[config.mk]
export PLATFORM = sky130hd
export DESIGN_NAME = lsi_wb
export DESIGN_NICKNAME = d
export VERILOG_FILES = /design/src/verilog/lsi_bus_pkg.sv /design/src/verilog/lsi_wb_master.sv /design/src/verilog/lsi_bus_moderator.sv /design/src/verilog/lsi_sys_ctl.sv /design/src/verilog/lsi_wb.sv
export SDC_FILE = /design/constraint.sdc
export NUM_CORES = 1
export LEC_CHECK = 0
export BUFFER_PORTS_ARGS = -buffer_cell sky130_fd_sc_hd__buf_2
export CAP_MARGIN = 20
export CORE_ASPECT_RATIO = 2
export CORE_MARGIN = 2
export CORE_UTILIZATION = 43
export CTS_BUF_LIST = sky130_fd_sc_hd__clkbuf_16
export DETAILED_ROUTE_END_ITERATION = 10
export PLACE_DENSITY = 0.79
export SLEW_MARGIN = 10
export SYNTH_ARGS = -nofsm -noshare
export SYNTH_HDL_FRONTEND = slang
export SYNTH_HIERARCHICAL = 1
export SYNTH_SLANG_ARGS = --single-unit
[constraint.sdc]
create_clock -name vm_clk_p -period 1.3 [get_ports vm_clk_p]
set_input_delay 0.26 -clock vm_clk_p [delete_from_list [all_inputs] [get_ports vm_clk_p]]
set_output_delay 0.26 -clock vm_clk_p [all_outputs]
set_load 0.03 [all_outputs]
[src/verilog/lsi_bus_pkg.sv]
// lsi bus package: extended microcode codes and the widths of the bus glue
package lsi_bus_pkg;

   // field and word widths
   localparam int MC_W   = 4;        // extended microcode field M18-M21
   localparam int DAT_W  = 16;       // address/data word of the data chip
   localparam int QTIM_W = 6;        // q-bus timer, times out at all ones
   localparam int WCNT_W = 8;        // slow clock wait counter, saturating

   // extended microcode codes, as seen on M21..M18
   localparam logic [MC_W-1:0] MC_CLR_INIT = 4'b1001;   // code 011, deassert INIT
   localparam logic [MC_W-1:0] MC_CLR_BERR = 4'b1010;   // code 012, clear bus error
   localparam logic [MC_W-1:0] MC_SET_INIT = 4'b1100;   // code 014, assert INIT
   localparam logic [MC_W-1:0] MC_SET_FDIN = 4'b1101;   // code 015, fast input flag
   localparam logic [MC_W-1:0] MC_CLR_ACLO = 4'b1110;   // code 016, drop power fail rq
   localparam logic [MC_W-1:0] MC_CLR_EVNT = 4'b1111;   // code 017, drop timer rq

   // codes 010, 013 and the lower half mean nothing to this glue

endpackage

[src/verilog/lsi_wb_master.sv]
// wishbone master and vector fetch sequencer for the lsi-11 chipset strobes
`timescale 1ns/1ps

module lsi_wb_master
   import lsi_bus_pkg::*;
(
   input  logic             vm_clk_p,     // core clock
   input  logic             m_sr,         // system reset, async, high
                                          //
   input  logic             m_syns_i,     // sync set, opens the cycle
   input  logic             m_synr_i,     // sync reset, ends a read cycle
   input  logic             m_dclr_i,     // read data taken by chip
   input  logic             m_di_i,       // data input request
   input  logic             m_do_i,       // data output request
   input  logic             m_iak_i,      // interrupt ack, vector fetch
   input  logic             m_wrby_i,     // byte write
   input  logic             m_astb_i,     // address strobe from data chip
   input  logic             m_dstb_i,     // data strobe from data chip
   input  logic [DAT_W-1:0] m_ado_i,      // data chip output word
                                          //
   input  logic [DAT_W-1:0] wbm_dat_i,    // master read data
   input  logic             wbm_ack_i,    // master ack
   input  logic [DAT_W-1:0] wbi_dat_i,    // vector data
   input  logic             wbi_ack_i,    // vector ack
                                          //
   input  logic             fdin_st_i,    // fast input overlay active
   input  logic [3:0]       fdin_nib_i,   // overlay nibble
                                          //
   output logic [DAT_W-1:0] wbm_adr_o,    // address latch
   output logic [DAT_W-1:0] wbm_dat_o,    // write data latch
   output logic             wbm_cyc_o,    // bus cycle
   output logic             wbm_we_o,     // write direction
   output logic [1:0]       wbm_sel_o,    // byte lanes
   output logic             wbm_stb_o,    // master strobe
   output logic             wbi_stb_o,    // vector strobe
   output logic [DAT_W-1:0] m_adi_o,      // data chip input word
   output logic             m_ra_o        // reply to control chip
);

   logic       wr_done;                   // write acked
   logic       rd_done;                   // read acked
   logic       iv_done;                   // vector acked
   logic       wr_start;                  // launch write strobe
   logic       rd_start;                  // launch read strobe
   logic       iv_start;                  // launch vector strobe
   logic       rd_rdy;                    // data waits for the chip
   logic [1:0] ra_q;                      // two stage reply

   assign wr_done  = wbm_stb_o & wbm_ack_i & wbm_we_o;
   assign rd_done  = wbm_stb_o & wbm_ack_i & ~wbm_we_o;
   assign iv_done  = wbi_stb_o & wbi_ack_i;

   // chip holds its request levels until the reply, so launch only once
   assign wr_start = m_do_i & wbm_cyc_o & ~wbm_stb_o;
   assign rd_start = m_di_i & ~wbm_stb_o & ~rd_rdy;
   assign iv_start = m_iak_i & ~wbi_stb_o & ~rd_rdy;

   // address and data latches follow the data chip strobes
   always_ff @(posedge vm_clk_p)
   begin
      if (m_astb_i)
         wbm_adr_o <= m_ado_i;
      if (m_dstb_i)
         wbm_dat_o <= m_ado_i;
   end

   // captured read word, overlay on the low nibble for unaddressed input
   always_ff @(posedge vm_clk_p)
   begin
      if (rd_done)
         m_adi_o <= fdin_st_i ? {wbm_dat_i[DAT_W-1:4], fdin_nib_i} : wbm_dat_i;
      else if (iv_done)
         m_adi_o <= wbi_dat_i;            // interrupt vector
   end

   always_ff @(posedge vm_clk_p or posedge m_sr)
   begin
      if (m_sr)
      begin
         wbm_cyc_o <= 1'b0;
         wbm_stb_o <= 1'b0;
         wbm_we_o  <= 1'b0;
         wbm_sel_o <= 2'b11;
         wbi_stb_o <= 1'b0;
         rd_rdy    <= 1'b0;
         ra_q      <= 2'b00;
      end
      else
      begin
         // write ends at its ack, read waits for sync reset
         if (wr_done | m_synr_i & (rd_done | rd_rdy))
            wbm_cyc_o <= 1'b0;
         else if (m_syns_i)
            wbm_cyc_o <= 1'b1;

         // master strobe holds until acked, no limit of its own
         if (wr_start | rd_start)
            wbm_stb_o <= 1'b1;
         else if (wr_done | rd_done)
            wbm_stb_o <= 1'b0;

         if (wr_start)
            wbm_we_o <= 1'b1;
         else if (wr_done)
            wbm_we_o <= 1'b0;

         // byte lane by address bit 0, word otherwise
         if (wr_start)
         begin
            if (m_wrby_i)
               wbm_sel_o <= wbm_adr_o[0] ? 2'b10 : 2'b01;
            else
               wbm_sel_o <= 2'b11;
         end
         else if (wr_done)
            wbm_sel_o <= 2'b11;

         if (iv_start)
            wbi_stb_o <= 1'b1;
         else if (iv_done)
            wbi_stb_o <= 1'b0;

         // data ready until the chip moves on
         if (m_syns_i | m_synr_i | m_dclr_i)
            rd_rdy <= 1'b0;
         else if (rd_done | iv_done)
            rd_rdy <= 1'b1;

         // reply pulse, second stage cut by synr or dclr
         ra_q[0] <= wr_done | rd_done | iv_done;
         ra_q[1] <= ra_q[0] & ~(m_synr_i | m_dclr_i);
      end
   end

   assign m_ra_o = ra_q[0] | ra_q[1];

endmodule

[src/verilog/lsi_bus_moderator.sv]
// bus moderator: holds the control chip with bus busy in slow clock mode
`timescale 1ns/1ps

module lsi_bus_moderator
   import lsi_bus_pkg::*;
(
   input  logic vm_clk_p,                 // core clock
   input  logic m_sr,                     // system reset, async, high
   input  logic vm_clk_ena_i,             // slow clock enable
   input  logic vm_clk_slow_i,            // slow clock mode
   input  logic m_breq_i,                 // bus request from control chip
   output logic m_bbusy_o                 // bus busy to control chip
);

   localparam logic [WCNT_W-1:0] WCNT_MAX = {WCNT_W{1'b1}};
   localparam logic [WCNT_W-1:0] WCNT_ONE = {{(WCNT_W-1){1'b0}}, 1'b1};

   logic [WCNT_W-1:0] wcnt;               // enables owed to the slow clock
   logic              bb_set;             // debt pending, no request
   logic              bb_clr;             // debt paid or mode off

   assign bb_set = vm_clk_slow_i & ~m_breq_i & (wcnt != '0);
   assign bb_clr = ~vm_clk_slow_i | (vm_clk_ena_i & (wcnt == WCNT_ONE));

   always_ff @(posedge vm_clk_p or posedge m_sr)
   begin
      if (m_sr)
         m_bbusy_o <= 1'b0;
      else if (bb_set)
         m_bbusy_o <= 1'b1;
      else if (bb_clr)
         m_bbusy_o <= 1'b0;
   end

   // pay back on enables while held, else count skipped clocks
   always_ff @(posedge vm_clk_p or posedge m_sr)
   begin
      if (m_sr)
         wcnt <= '0;
      else if (m_bbusy_o & m_breq_i)
      begin
         if (vm_clk_ena_i)
            wcnt <= wcnt - WCNT_ONE;
      end
      else if (~vm_clk_ena_i & vm_clk_slow_i & (wcnt != WCNT_MAX))
         wcnt <= wcnt + WCNT_ONE;         // saturates at all ones
   end

endmodule

[src/verilog/lsi_sys_ctl.sv]
// system control with extended code strobes, interrupt requests, INIT and q-bus timeout
`timescale 1ns/1ps

module lsi_sys_ctl
   import lsi_bus_pkg::*;
(
   input  logic            vm_clk_p,      // core clock
   input  logic            vm_dclo_i,     // dc power low resets the processor
   input  logic            vm_aclo_i,     // ac power fail
   input  logic            vm_halt_i,     // halt mode request
   input  logic            vm_evnt_i,     // timer event
   input  logic            vm_virq_i,     // vectored interrupt request
   input  logic [1:0]      vm_bsel_i,     // boot mode select
   input  logic [MC_W-1:0] m_mcode_i,     // extended microcode M21..M18
   input  logic            wbm_gnt_i,     // bus granted
   input  logic            wbm_cyc_i,     // master cycle
   input  logic            wbm_stb_i,     // master strobe
   input  logic            wbi_stb_i,     // vector strobe
   output logic            m_sr_o,        // system reset
   output logic            vm_init_o,     // peripheral INIT
   output logic [3:1]      m_inrrq_o,     // interrupt requests
   output logic            fdin_st_o,     // fast input overlay flag
   output logic [3:0]      fdin_nib_o     // fast input nibble
);

   logic              mc_clr_init;        // code 011
   logic              mc_clr_berr;        // code 012
   logic              mc_set_init;        // code 014
   logic              mc_set_fdin;        // code 015
   logic              mc_clr_aclo;        // code 016
   logic              mc_clr_evnt;        // code 017

   // request, flag and timer state
   logic              aclo_ed  = 1'b0;    // aclo edge detector
   logic              evnt_ed  = 1'b0;    // evnt edge detector
   logic              wcyc_ed  = 1'b0;    // cycle edge detector
   logic              aclo_rq  = 1'b0;    // power fail pending
   logic              evnt_rq  = 1'b0;    // timer pending
   logic              init_st  = 1'b1;    // INIT flag
   logic              fdin_st  = 1'b0;    // overlay flag
   logic              berr_st  = 1'b0;    // sticky bus error
   logic              berr_rq  = 1'b0;    // timeout abort request
   logic              sr_q     = 1'b1;    // system reset register
   logic [QTIM_W-1:0] qtim     = '0;      // q-bus transaction timer
   logic              qtim_to;            // timer at all ones
   logic              qtim_en;            // strobe out with grant

   assign mc_clr_init = (m_mcode_i == MC_CLR_INIT);
   assign mc_clr_berr = (m_mcode_i == MC_CLR_BERR);
   assign mc_set_init = (m_mcode_i == MC_SET_INIT);
   assign mc_set_fdin = (m_mcode_i == MC_SET_FDIN);
   assign mc_clr_aclo = (m_mcode_i == MC_CLR_ACLO);
   assign mc_clr_evnt = (m_mcode_i == MC_CLR_EVNT);

   // power fail and timer rising edges
   always_ff @(posedge vm_clk_p)
   begin
      aclo_ed <= vm_aclo_i;
      evnt_ed <= vm_evnt_i;
      if (mc_clr_aclo | vm_dclo_i)
         aclo_rq <= 1'b0;
      else if (vm_aclo_i & ~aclo_ed)
         aclo_rq <= 1'b1;
      if (mc_clr_evnt | vm_dclo_i)
         evnt_rq <= 1'b0;
      else if (vm_evnt_i & ~evnt_ed)
         evnt_rq <= 1'b1;
   end

   // INIT follows dclo and microcode
   always_ff @(posedge vm_clk_p)
   begin
      if (vm_dclo_i | mc_set_init)
         init_st <= 1'b1;
      else if (mc_clr_init)
         init_st <= 1'b0;
   end

   // overlay lives for one bus cycle
   always_ff @(posedge vm_clk_p)
   begin
      wcyc_ed <= wbm_cyc_i;
      if (~wbm_cyc_i & wcyc_ed)
         fdin_st <= 1'b0;                 // cycle just ended
      else if (mc_set_fdin & wbm_cyc_i)
         fdin_st <= 1'b1;
   end

   assign qtim_en = wbm_gnt_i & (wbm_stb_i | wbi_stb_i);
   assign qtim_to = &qtim;

   // q-bus timer, bus error and abort
   always_ff @(posedge vm_clk_p)
   begin
      if (~qtim_en)
         qtim <= '0;
      else if (~qtim_to)
         qtim <= qtim + 1'b1;
      if (init_st | mc_clr_berr)
         berr_st <= 1'b0;
      else if (qtim_to)
         berr_st <= 1'b1;
      berr_rq <= qtim_en & qtim_to;
      sr_q    <= vm_dclo_i | berr_rq;     // abort via system reset
   end

   assign m_sr_o       = sr_q;
   assign vm_init_o    = init_st;
   assign m_inrrq_o[1] = vm_virq_i;
   assign m_inrrq_o[2] = evnt_rq;
   assign m_inrrq_o[3] = aclo_rq | vm_halt_i;
   assign fdin_st_o    = fdin_st;
   assign fdin_nib_o   = {vm_aclo_i | aclo_rq, berr_st, vm_bsel_i};

endmodule

[src/verilog/lsi_wb.sv]
// lsi-11 bus glue top: wishbone master, bus moderator and system control
`timescale 1ns/1ps

module lsi_wb
   import lsi_bus_pkg::*;
(
   input  logic             vm_clk_p,     // core clock
   input  logic             vm_dclo_i,    // processor reset
   input  logic             vm_aclo_i,    // power fail
   input  logic             vm_halt_i,    // halt request
   input  logic             vm_evnt_i,    // timer event
   input  logic             vm_virq_i,    // vectored irq
   input  logic             vm_clk_ena_i, // slow clock enable
   input  logic             vm_clk_slow_i,// slow clock mode
   input  logic [1:0]       vm_bsel_i,    // boot mode
   input  logic             m_syns_i,     // control chip strobes
   input  logic             m_synr_i,
   input  logic             m_dclr_i,
   input  logic             m_di_i,
   input  logic             m_do_i,
   input  logic             m_iak_i,
   input  logic             m_wrby_i,
   input  logic             m_breq_i,
   input  logic             m_astb_i,     // data chip strobes
   input  logic             m_dstb_i,
   input  logic [DAT_W-1:0] m_ado_i,      // data chip word out
   input  logic [MC_W-1:0]  m_mcode_i,    // extended microcode
   input  logic             wbm_gnt_i,
   input  logic [DAT_W-1:0] wbm_dat_i,
   input  logic             wbm_ack_i,
   input  logic [DAT_W-1:0] wbi_dat_i,
   input  logic             wbi_ack_i,
   output logic             vm_init_o,
   output logic             m_sr_o,
   output logic [DAT_W-1:0] m_adi_o,
   output logic             m_ra_o,
   output logic             m_bbusy_o,
   output logic [3:1]       m_inrrq_o,
   output logic [DAT_W-1:0] wbm_adr_o,
   output logic [DAT_W-1:0] wbm_dat_o,
   output logic             wbm_cyc_o,
   output logic             wbm_we_o,
   output logic [1:0]       wbm_sel_o,
   output logic             wbm_stb_o,
   output logic             wbi_stb_o
);

   logic       fdin_st;                   // overlay flag to master
   logic [3:0] fdin_nib;                  // overlay nibble to master

   lsi_sys_ctl sys_ctl (
      .vm_clk_p  (vm_clk_p),   .vm_dclo_i (vm_dclo_i),  .vm_aclo_i (vm_aclo_i),
      .vm_halt_i (vm_halt_i),  .vm_evnt_i (vm_evnt_i),  .vm_virq_i (vm_virq_i),
      .vm_bsel_i (vm_bsel_i),  .m_mcode_i (m_mcode_i),  .wbm_gnt_i (wbm_gnt_i),
      .wbm_cyc_i (wbm_cyc_o),  .wbm_stb_i (wbm_stb_o),  .wbi_stb_i (wbi_stb_o),
      .m_sr_o    (m_sr_o),     .vm_init_o (vm_init_o),  .m_inrrq_o (m_inrrq_o),
      .fdin_st_o (fdin_st),    .fdin_nib_o(fdin_nib)
   );

   lsi_wb_master master (
      .vm_clk_p  (vm_clk_p),   .m_sr      (m_sr_o),     .m_syns_i  (m_syns_i),
      .m_synr_i  (m_synr_i),   .m_dclr_i  (m_dclr_i),   .m_di_i    (m_di_i),
      .m_do_i    (m_do_i),     .m_iak_i   (m_iak_i),    .m_wrby_i  (m_wrby_i),
      .m_astb_i  (m_astb_i),   .m_dstb_i  (m_dstb_i),   .m_ado_i   (m_ado_i),
      .wbm_dat_i (wbm_dat_i),  .wbm_ack_i (wbm_ack_i),  .wbi_dat_i (wbi_dat_i),
      .wbi_ack_i (wbi_ack_i),  .fdin_st_i (fdin_st),    .fdin_nib_i(fdin_nib),
      .wbm_adr_o (wbm_adr_o),  .wbm_dat_o (wbm_dat_o),  .wbm_cyc_o (wbm_cyc_o),
      .wbm_we_o  (wbm_we_o),   .wbm_sel_o (wbm_sel_o),  .wbm_stb_o (wbm_stb_o),
      .wbi_stb_o (wbi_stb_o),  .m_adi_o   (m_adi_o),    .m_ra_o    (m_ra_o)
   );

   lsi_bus_moderator moderator (
      .vm_clk_p     (vm_clk_p),
      .m_sr         (m_sr_o),             // same abort as the master
      .vm_clk_ena_i (vm_clk_ena_i),
      .vm_clk_slow_i(vm_clk_slow_i),
      .m_breq_i     (m_breq_i),
      .m_bbusy_o    (m_bbusy_o)
   );

endmodule

# After elaboration in Yosys (flattened, before gate mapping)
# Cells that the tools add are included.
# totals
reg_bits,82
input_bits,75
wordCells,122
out_inout_bits,61
# classes
n_bitwise,54
reduce_logical,11
eq_ne,9
n_addsub,3
mux,22
# ops
operator,n
16-bit 2-to-1 mux,2
1-bit bitwise AND,24
4-bit == test (second input constant),6
8-bit 2-to-1 mux,3
1-bit OR,19
2-bit nonzero test,8
1-bit 2-to-1 mux,12
1-bit inverter,11
8-bit by 1-bit adder with 8-bit output (second input constant),1
8-bit by 1-bit == test with 1-bit output (second input constant),1
2-bit 2-to-1 mux,4
8-bit != test (second input constant),1
8-bit nonzero test,1
8-bit by 1-bit subtractor with 8-bit output (second input constant),1
6-bit by 1-bit adder with 6-bit output (second input constant),1
6-bit AND reduction,1
4-bit 2-to-1 mux,1
2-bit != test (second input constant),1
2-bit AND reduction,1

# Logic depth before layout (Yosys ltp)
# Gate-level depths: netlist (run 1).
# logic_depth
depth_word,6
mapped_depth,6
mapped_depth_nobuf,6

# Modules after synthesis
# Netlist (run 1), hierarchy kept.
# modules_own_cells
mod,instances,area_each_um2,seq_area_each_um2,cells_each
lsi_wb_master,1,2113.3,1669.1,112
lsi_sys_ctl,1,675.6,320.3,72
lsi_bus_moderator,1,615.6,225.2,61

# Worst setup path after synthesis (run 1)
# Ideal clock, no wire load.
# synth_timing
path_type,flip-flop to flip-flop
start,reg master.wbm_stb_o
end,reg master.m_adi_o[0] (enable)
slack_ps,-337
stages_incl_launch_ff,4
arrival_ps,1264
t_required_ps,927
synth_period_minus_slack_ps,1637
path_buffers,1
cell_sequence,dfrtp_1 > nand3b_4 > buf_6 > nand2_1
# synth_between
elab_chain_cells,3
# synth_rtl
item,line,text
start: declaration,lsi_wb_master.sv:34,"output logic wbm_stb_o,"
start signal: assignment,lsi_wb_master.sv:81,wbm_stb_o <= 1'b0;
start signal: assignment,lsi_wb_master.sv:98,wbm_stb_o <= 1'b1;
start signal: assignment,lsi_wb_master.sv:100,wbm_stb_o <= 1'b0;
1-bit bitwise AND (2 in series),lsi_wb_master.sv:50,assign rd_done = wbm_stb_o & wbm_ack_i & ~wbm_we_o;
2-bit nonzero test (no source line),n/a,
end signal: assignment,lsi_wb_master.sv:71,"m_adi_o <= fdin_st_i ? {wbm_dat_i[DAT_W-1:4], fdin_nib_i} : wbm_dat_i;"
end signal: assignment,lsi_wb_master.sv:73,m_adi_o <= wbi_dat_i;
end: declaration,lsi_wb_master.sv:36,"output logic [DAT_W-1:0] m_adi_o,"
# Every way passes these cells.
# A chain may end at the register's enable or synchronous reset.

# Worst setup path after layout (run 1)
# layout_timing
start,reg moderator.wcnt[0]
end,reg moderator.wcnt[5]
# layout_between
elab_chain_cells,4
# layout_rtl
item,line,text
start: declaration,lsi_bus_moderator.sv:18,logic [WCNT_W-1:0] wcnt;
start signal: assignment,lsi_bus_moderator.sv:43,wcnt <= wcnt - WCNT_ONE;
start signal: assignment,lsi_bus_moderator.sv:46,wcnt <= wcnt + WCNT_ONE;
branches (longest 4 deep; another with 8-bit by 1-bit adder with 8-bit output),n/a,
# Several ways; the timed one is not identified. The select of a mux whose other input is x is not followed.

==> qor.txt, run 1 <==
number of vias per cell: 5.04
total gr overflow: 0
diode count: 0
reg-to-reg startpoint: moderator/wcnt[0]$_DFFE_PP0P_
ANT nets after route: 0
Combinational Power Share: 31.9%
PD cells: 1920 nW/um^2
slack of the critical path: -189 ps
Post-Synth XOR/XNOR Area: 2.32%
Synth Area in Adders: 1.84%
via count: 2538
arrival time worst endpoint: 1740 ps
flop2flop setup slack: -190 ps
Netlist cell types: 55
port bufs: 133
average size of a mapped cell: 13.9 sq um
main combinational cell family by area after synthesis: simple AND/OR/NAND/NOR gates
CTS tree: built
failing checks: negative setup slack
fraction of registers with async set/reset: 22.0%
CP max-delay cell: dfrtp_1
worst reg2reg path depth: 5
Crit Path Max Fanout: 3
final WL: 7.81 mm
final number of setup-violating endpoints: 10
Layout Skew: 9.11 ps
Mapped Nets: 325
Placer Congestion: 0.847
Num CTS Buffers: 9
netlist area before placement: 3400 sq um
Final period util: 115%
core area: 7660 sq um
htree depth: 3
simple-gate share of the synthesized area: 12.6%
Post-synth top flop: edfxtp_1
Switching Power: 0.00302 W
RSZ-0062 raised after global routing: true
die height: 130 um
Post-Route Setup TNS: -1220 ps
CP Class: reg -> reg
Hold Crit Class: in -> reg
Cell Area, Placed: 4270 sq um
compound-gate portion of the synthesized area: 7.86%
FMAX: 672 MHz
share of power burned in registers: 39.7%
total power: 0.00921 W
final period demand of the worst path: 1490 ps
Rows: 45
Seq/Total Area, Yosys: 65.0%
EDFF count, synth: 48
Internal Power: 0.00619 W
layout cell share with drive strength beyond 1: 55.1%
global router's overall resource usage: 18.8%
DP HPWL: 5.79 mm
initial DRC count: 164
Final Cell Area: 4800 sq um
reg2reg end: moderator/wcnt[5]$_DFFE_PP0P_
hold path startpoint: vm_evnt_i
clock power share: 28.4%
Critical Path Source Type: register
wire length per cell: 15.5 um
WHS Endpoint: sys_ctl/evnt_ed$_DFF_P_
number of global-route vias before repair: 2627
max-cap violations: 0
Die Width: 66.9 um
maximum buffer depth of the clock tree: 2
Sw Share: 32.8%
Yosys reg bits: 82
largest net degree at the start of global routing: 18
post-synthesis mux area share: 6.65%
Critical Path End Type: register
Pleak: 2.14 nW
latest clock arrival within the worst-skew pair: 340 ps
status: complete, but fails checks
Final Hold Viols: 0
Root Driver: clkbuf_16
CP Data Required Time: 1560 ps
Worst-path clk slew: 60 ps
final net count: 485
critical path, cell by cell: buf_4 > and4bb_2 > nand3b_1 > a22oi_2 > xor2_1
VDD IR-drop max: 1380 uV
Cells after Synth: 245
WHS Path Cells: 1
initial antenna violation count: 0
Rel. slew slack: 69.3%
CP peak stage delay: 430 ps
CTS sink count: 82
io pins: 136
Synth Warn #: 6
drt drc: 0
DR pass1 iterations: 4
Pins Over Slew Limit: 0
first-pass GRT wire length: 11.9 mm
Syn-to-layout area delta: 41.0%
slew at the pin closest to its max-slew limit: 459 ps
die area: 8690 sq um
Starting Density: 44.5%
[metrics by stage]
stage | worst slack (ps) | instances | hold slack, ps | utilization [%]
floorplan | -69.9 | 245 | 283 | -
global placement | -93.5 | 477 | 195 | 55.7
detailed placement | -182 | 477 | 211 | 55.7
CTS | -152 | 502 | 22.6 | 61.5
global route | -233 | 504 | 21.3 | 62.7
finish | -189 | 504 | 34.7 | 62.7
[power groups by stage]
| stage | Clock, W | Combinational [W] | Sequential [W] |
|---|---|---|---|
| 2_1_floorplan | 0 | 0.00108 | 0.00427 |
| 6_report | 0.00262 | 0.00293 | 0.00366 |
| 5_1_grt | 0.00277 | 0.00313 | 0.00371 |
| 4_1_cts | 0.00267 | 0.00280 | 0.00365 |
| 3_5_place_dp | 0 | 0.00251 | 0.00370 |
| 3_3_place_gp | 0 | 0.00244 | 0.00367 |
[placed cells by master, fill, tap and decap left out, types with 3 or more instances in the layout]
master	Yosys	routed
a21oi_1	10	9
a22oi_2	0	4
buf_2	0	126
buf_4	5	19
buf_6	3	10
clkbuf_16	0	9
dfrtp_1	16	11
dfrtp_2	0	5
dfxtp_1	16	15
edfxtp_1	48	48
inv_1	13	12
inv_6	0	3
mux2_4	11	11
mux2i_1	5	5
nand2_1	18	16
nand2b_1	3	3
nand3_1	6	5
nand3b_1	3	3
nand4_1	3	3
nor2_1	6	6
nor3_1	8	8
o21ai_0	9	7
o21ai_1	1	3
xor2_1	8	8
[repair_timing]
item / in CTS / in global routing
hold buffers: 0 / 0
resized for setup: 21 / 18
pin swaps: 9 / 4
setup endpoints to repair: 48 / 20
setup buffers: 9 / 2
[critical path: cells and delay by family, from the launching register on]
| kind | cells | cell delay [ps] |
|---|---|---|
| simple gates | 2 | 450 |
| xor+xnor | 1 | 190 |
| buf+inv | 1 | 160 |
| compound gates | 1 | 180 |
| flops | 1 | 430 |
[cells in the mapped netlist (all sizes together), types with 2 or more instances]
cell type	number	share of area, %
o22a	2	0.51
nor3b	4	1.2
a22oi	5	1.1
o21ai	10	1.5
and2	2	0.40
ha	5	1.8
nand3	7	1.2
o21a	2	0.44
nand2	19	2.2
dfrtp	16	12
dfxtp	16	9.4
nor3	9	1.5
a21oi	11	1.7
xor2	8	2.1
or2	4	0.73
dfstp	2	1.5
a21boi	2	0.44
and3	3	0.70
nand4	3	0.55
buf	9	2.2
nand2b	3	0.55
edfxtp	48	42
inv	13	1.4
mux2i	5	1.5
mux2	12	5.2
nand3b	4	1.2
nor2	7	0.85
[layer usage]
| layer | global-route usage, % | wire length (um) |
|---|---|---|
| met3 | 6.64 | 600 |
| met1 | 17.0 | 2490 |
| met5 | 0 | 0 |
| met2 | 34.7 | 4540 |
| met4 | 10.4 | 178 |
[cell families (layout without fill, tap and decap cells)]
logic type / Yosys count / after routing
flip-flops: 82 / 82
buffers and inverters: 22 / 187
AND/OR/NAND/NOR: 70 / 70
AO/OA/AOI/OAI: 40 / 40
XOR/XNOR: 9 / 9
multiplexers: 17 / 17
adder cells (fa/ha/maj): 5 / 5
[flip-flops by register name, indices dropped and copies added, names as in the netlist, 2 cells and up]
| register | cells |
|---|---|
| master/ra_q | 2 |
| master/wbm_adr_o | 16 |
| sys_ctl/qtim | 6 |
| master/m_adi_o | 16 |
| moderator/wcnt | 8 |
| master/wbm_sel_o | 2 |
| master/wbm_dat_o | 16 |
[area by class of cell]
class / count / area [sq um]
Timing Repair Buffer: 158 / 928
Tap cell: 94 / 118
Clock buffer: 9 / 225
Fill cell: 595 / 2860
Inverter: 13 / 51.3
Sequential cell: 82 / 2220
Multi-Input combinational cell: 141 / 1170
Clock inverter: 7 / 82.6
[how the worst max path moves through the flow]
stage	to	from	slack, ps	depth (start not counted)
6_report	moderator/wcnt[5]$_DFFE_PP0P_	moderator/wcnt[0]$_DFFE_PP0P_	-190	5
5_1_grt	moderator/wcnt[5]$_DFFE_PP0P_	moderator/wcnt[0]$_DFFE_PP0P_	-230	6
4_1_cts	moderator/wcnt[5]$_DFFE_PP0P_	moderator/wcnt[0]$_DFFE_PP0P_	-150	5
3_5_place_dp	moderator/wcnt[5]$_DFFE_PP0P_	moderator/wcnt[0]$_DFFE_PP0P_	-180	5
3_3_place_gp	moderator/wcnt[5]$_DFFE_PP0P_	moderator/wcnt[0]$_DFFE_PP0P_	-90	5
2_1_floorplan	master/m_adi_o[10]$_DFFE_PP_	master/wbm_we_o$_DFFE_PP0P_	-70	3
No activity file was read; power rests on OpenSTA's default activity.
==> inputs of run 2 (changes only) <==
Settings changed: ABC_AREA from default to 1, CORE_UTILIZATION 43 to 44, PLACE_DENSITY 0.79 to 0.8.
==> qor.txt, run 2 <==
Rows: 46
minimum hold slack: 45.9 ps
port bufs: 133
htree depth: 3
Post-Route Setup TNS: -152 ps
netlist area before placement: 3570 sq um
PD cells: 2030 nW/um^2
fraction of registers with async set/reset: 22.0%
maximum buffer depth of the clock tree: 2
Die Width: 67.7 um
ANT nets after route: 0
Pleak: 2.40 nW
CTS sink count: 82
global router's overall resource usage: 20.8%
final net count: 604
FMAX: 739 MHz
flop2flop setup slack: -50 ps
Seq/Total Area, Yosys: 62.0%
Cells after Synth: 372
arrival time worst endpoint: 1580 ps
Final period util: 104%
EDFF count, synth: 48
top flop regs: master/m_adi_o: 16 flops, master/wbm_adr_o: 16 flops, master/wbm_dat_o: 16 flops
Critical Path Source Type: register
most frequent cells in the layout: 128 x buf_2, 122 x nand2_1, 48 x edfxtp_1, 40 x inv_1, 27 x nor2_1
most used cell, CP: nand2_2
RSZ-0062 raised after global routing: true
Netlist cell types: 31
Worst-path clk slew: 60 ps
Final Cell Area: 4850 sq um
Hold Crit Class: in -> reg
total gr overflow: 0
Critical Path End Type: register
VDD IR-drop max: 1470 uV
Pins Over Slew Limit: 0
Layout Skew: 6.57 ps
initial DRC count: 163
first-pass GRT wire length: 13.6 mm
failing checks: negative setup slack
Yosys reg bits: 82
final period demand of the worst path: 1350 ps
DR pass1 iterations: 4
Synth top cells by count: 129 x nand2_1, 48 x edfxtp_1, 43 x inv_1
number of global-route vias before repair: 3062
die area: 8900 sq um
CP Class: reg -> reg
die height: 131 um
Root Driver: clkbuf_16
Final Hold Viols: 0
total power: 0.00986 W
final number of setup-violating endpoints: 5
Post-synth top flop: edfxtp_1
CP Data Required Time: 1530 ps
Cell Area, Placed: 4390 sq um
post-synth top area share: 40.4%
Synth Warn #: 6
number of vias per cell: 4.94
post-layout util: 61.5%
Rel. slew slack: 74.5%
core area: 7890 sq um
max-cap violations: 0
diode count: 0
layout cell share with drive strength beyond 1: 38.9%
CP peak stage delay: 390 ps
average size of a mapped cell: 9.60 sq um
latest clock arrival within the worst-skew pair: 330 ps
final WL: 8.80 mm
Placer Congestion: 0.874
slack of the critical path: -53.4 ps
most frequent cell after synthesis: nand2_1
wire length per cell: 14.1 um
Crit Path Max Fanout: 3
slew at the pin closest to its max-slew limit: 383 ps
io pins: 136
Mapped Nets: 452
Synth area leaders: edfxtp_1 40%, nand2_1 14%, dfrtp_1 11%, dfxtp_1 9.0%, inv_1 4.5%
Starting Density: 45.3%
via count: 3087
CTS tree: built
drt drc: 0
Syn-to-layout area delta: 35.8%
critical path, cell by cell: ha_2 > nand2_2 > buf_4 > nand3b_1 > nand2_2 > nand3_1 > nand2_1 > inv_1
area leader, netlist: edfxtp_1
initial antenna violation count: 0
CTS Hold Bufs: 0
CP max-delay cell: dfrtp_1
most common cell after layout, fill and taps aside: buf_2
status: complete, but fails checks
DP HPWL: 6.63 mm
Num CTS Buffers: 9
largest net degree at the start of global routing: 17
run 2: cell count changes in the layout (fill, tap and decap cells not counted), moves of 5 or more:
cell,before,now
inv_2,0,5
nand3_1,5,12
mux2_4,11,0
nor2_1,6,27
nand2_1,16,122
mux2i_1,5,0
xor2_1,8,3
nand2_2,1,9
inv_1,12,40
run 2: path summary, 6_finish.rpt:
check | endpoint | startpoint | cells past startpoint
max | moderator/wcnt[6]$_DFFE_PP0P_ | moderator/wcnt[1]$_DFFE_PP0P_ | 8
min | sys_ctl/evnt_ed$_DFF_P_ | vm_evnt_i | 1
max reg2reg | moderator/wcnt[6]$_DFFE_PP0P_ | moderator/wcnt[1]$_DFFE_PP0P_ | 8
min reg2reg | master/wbm_we_o$_DFFE_PP0P_ | sys_ctl/m_sr_o$_DFF_P_ | 1
max in group asynchronous | master/wbm_sel_o[0]$_DFFE_PP1P_ | sys_ctl/m_sr_o$_DFF_P_ | 1
min in group asynchronous | master/wbm_we_o$_DFFE_PP0P_ | sys_ctl/m_sr_o$_DFF_P_ | 1
run 2: area by class of cell:
type	count	area, sq um
multi-input cells	235	1170
flip-flops and latches	82	2220
repair buffers	150	828
inverters	46	175
clock buffers	9	225
clock inverters	7	106
well taps	96	120
fillers	679	3040
run 2: critical path, delay by kind of cell (launching register included):
kind / cells / cell delay, ps
and+or+nand+nor: 5 / 490
DFF: 1 / 390
adders and majority gates: 1 / 200
buffers and inverters: 2 / 170
run 2: logic make-up (layout without fill, tap and decap cells):
family                   Yosys count  after routing  share of synthesized area (%)
buffers and inverters             56            212                           7.64
AND/OR/NAND/NOR                  198            199                           23.6
AO/OA/AOI/OAI                     26             26                           3.82
flip-flops                        82             82                           62.0
XOR/XNOR                           5              5                           1.23
adder cells (fa/ha/maj)            5              5                           1.75
run 2: where the power goes:
| group | total [W] | internal, W | switching, W |
|---|---|---|---|
| Combinational | 0.00335 | 0.00121 | 0.00213 |
| Clock | 0.00276 | 0.00172 | 0.00104 |
| Sequential | 0.00376 | 0.00339 | 0.000368 |
run 2: repair_timing:
| action | in CTS | in global routing |
|---|---|---|
| resized for setup | 23 | 12 |
| pin swaps | 9 | 4 |
| buffers inserted | 2 | 1 |
| endpoints found under the setup margin | 24 | 28 |
| cloned | 1 | 0 |
run 2: per-stage QoR:
stage / setup WS [ps] / cells
after floorplan: -33.5 / 372
after global placement: -57.6 / 605
after detailed placement: -94.2 / 605
after CTS: -52.4 / 624
after global routing: -140 / 625
final: -53.4 / 625
run 2: metal layers:
layer  vias up  GRT usage, %  routed length (um)
met5         -             0                   0
met4         0          11.9                 320
met3        21          5.48                 483
met2       123          37.1                5060
met1      1440          20.1                2940
li1       1503             -                   -
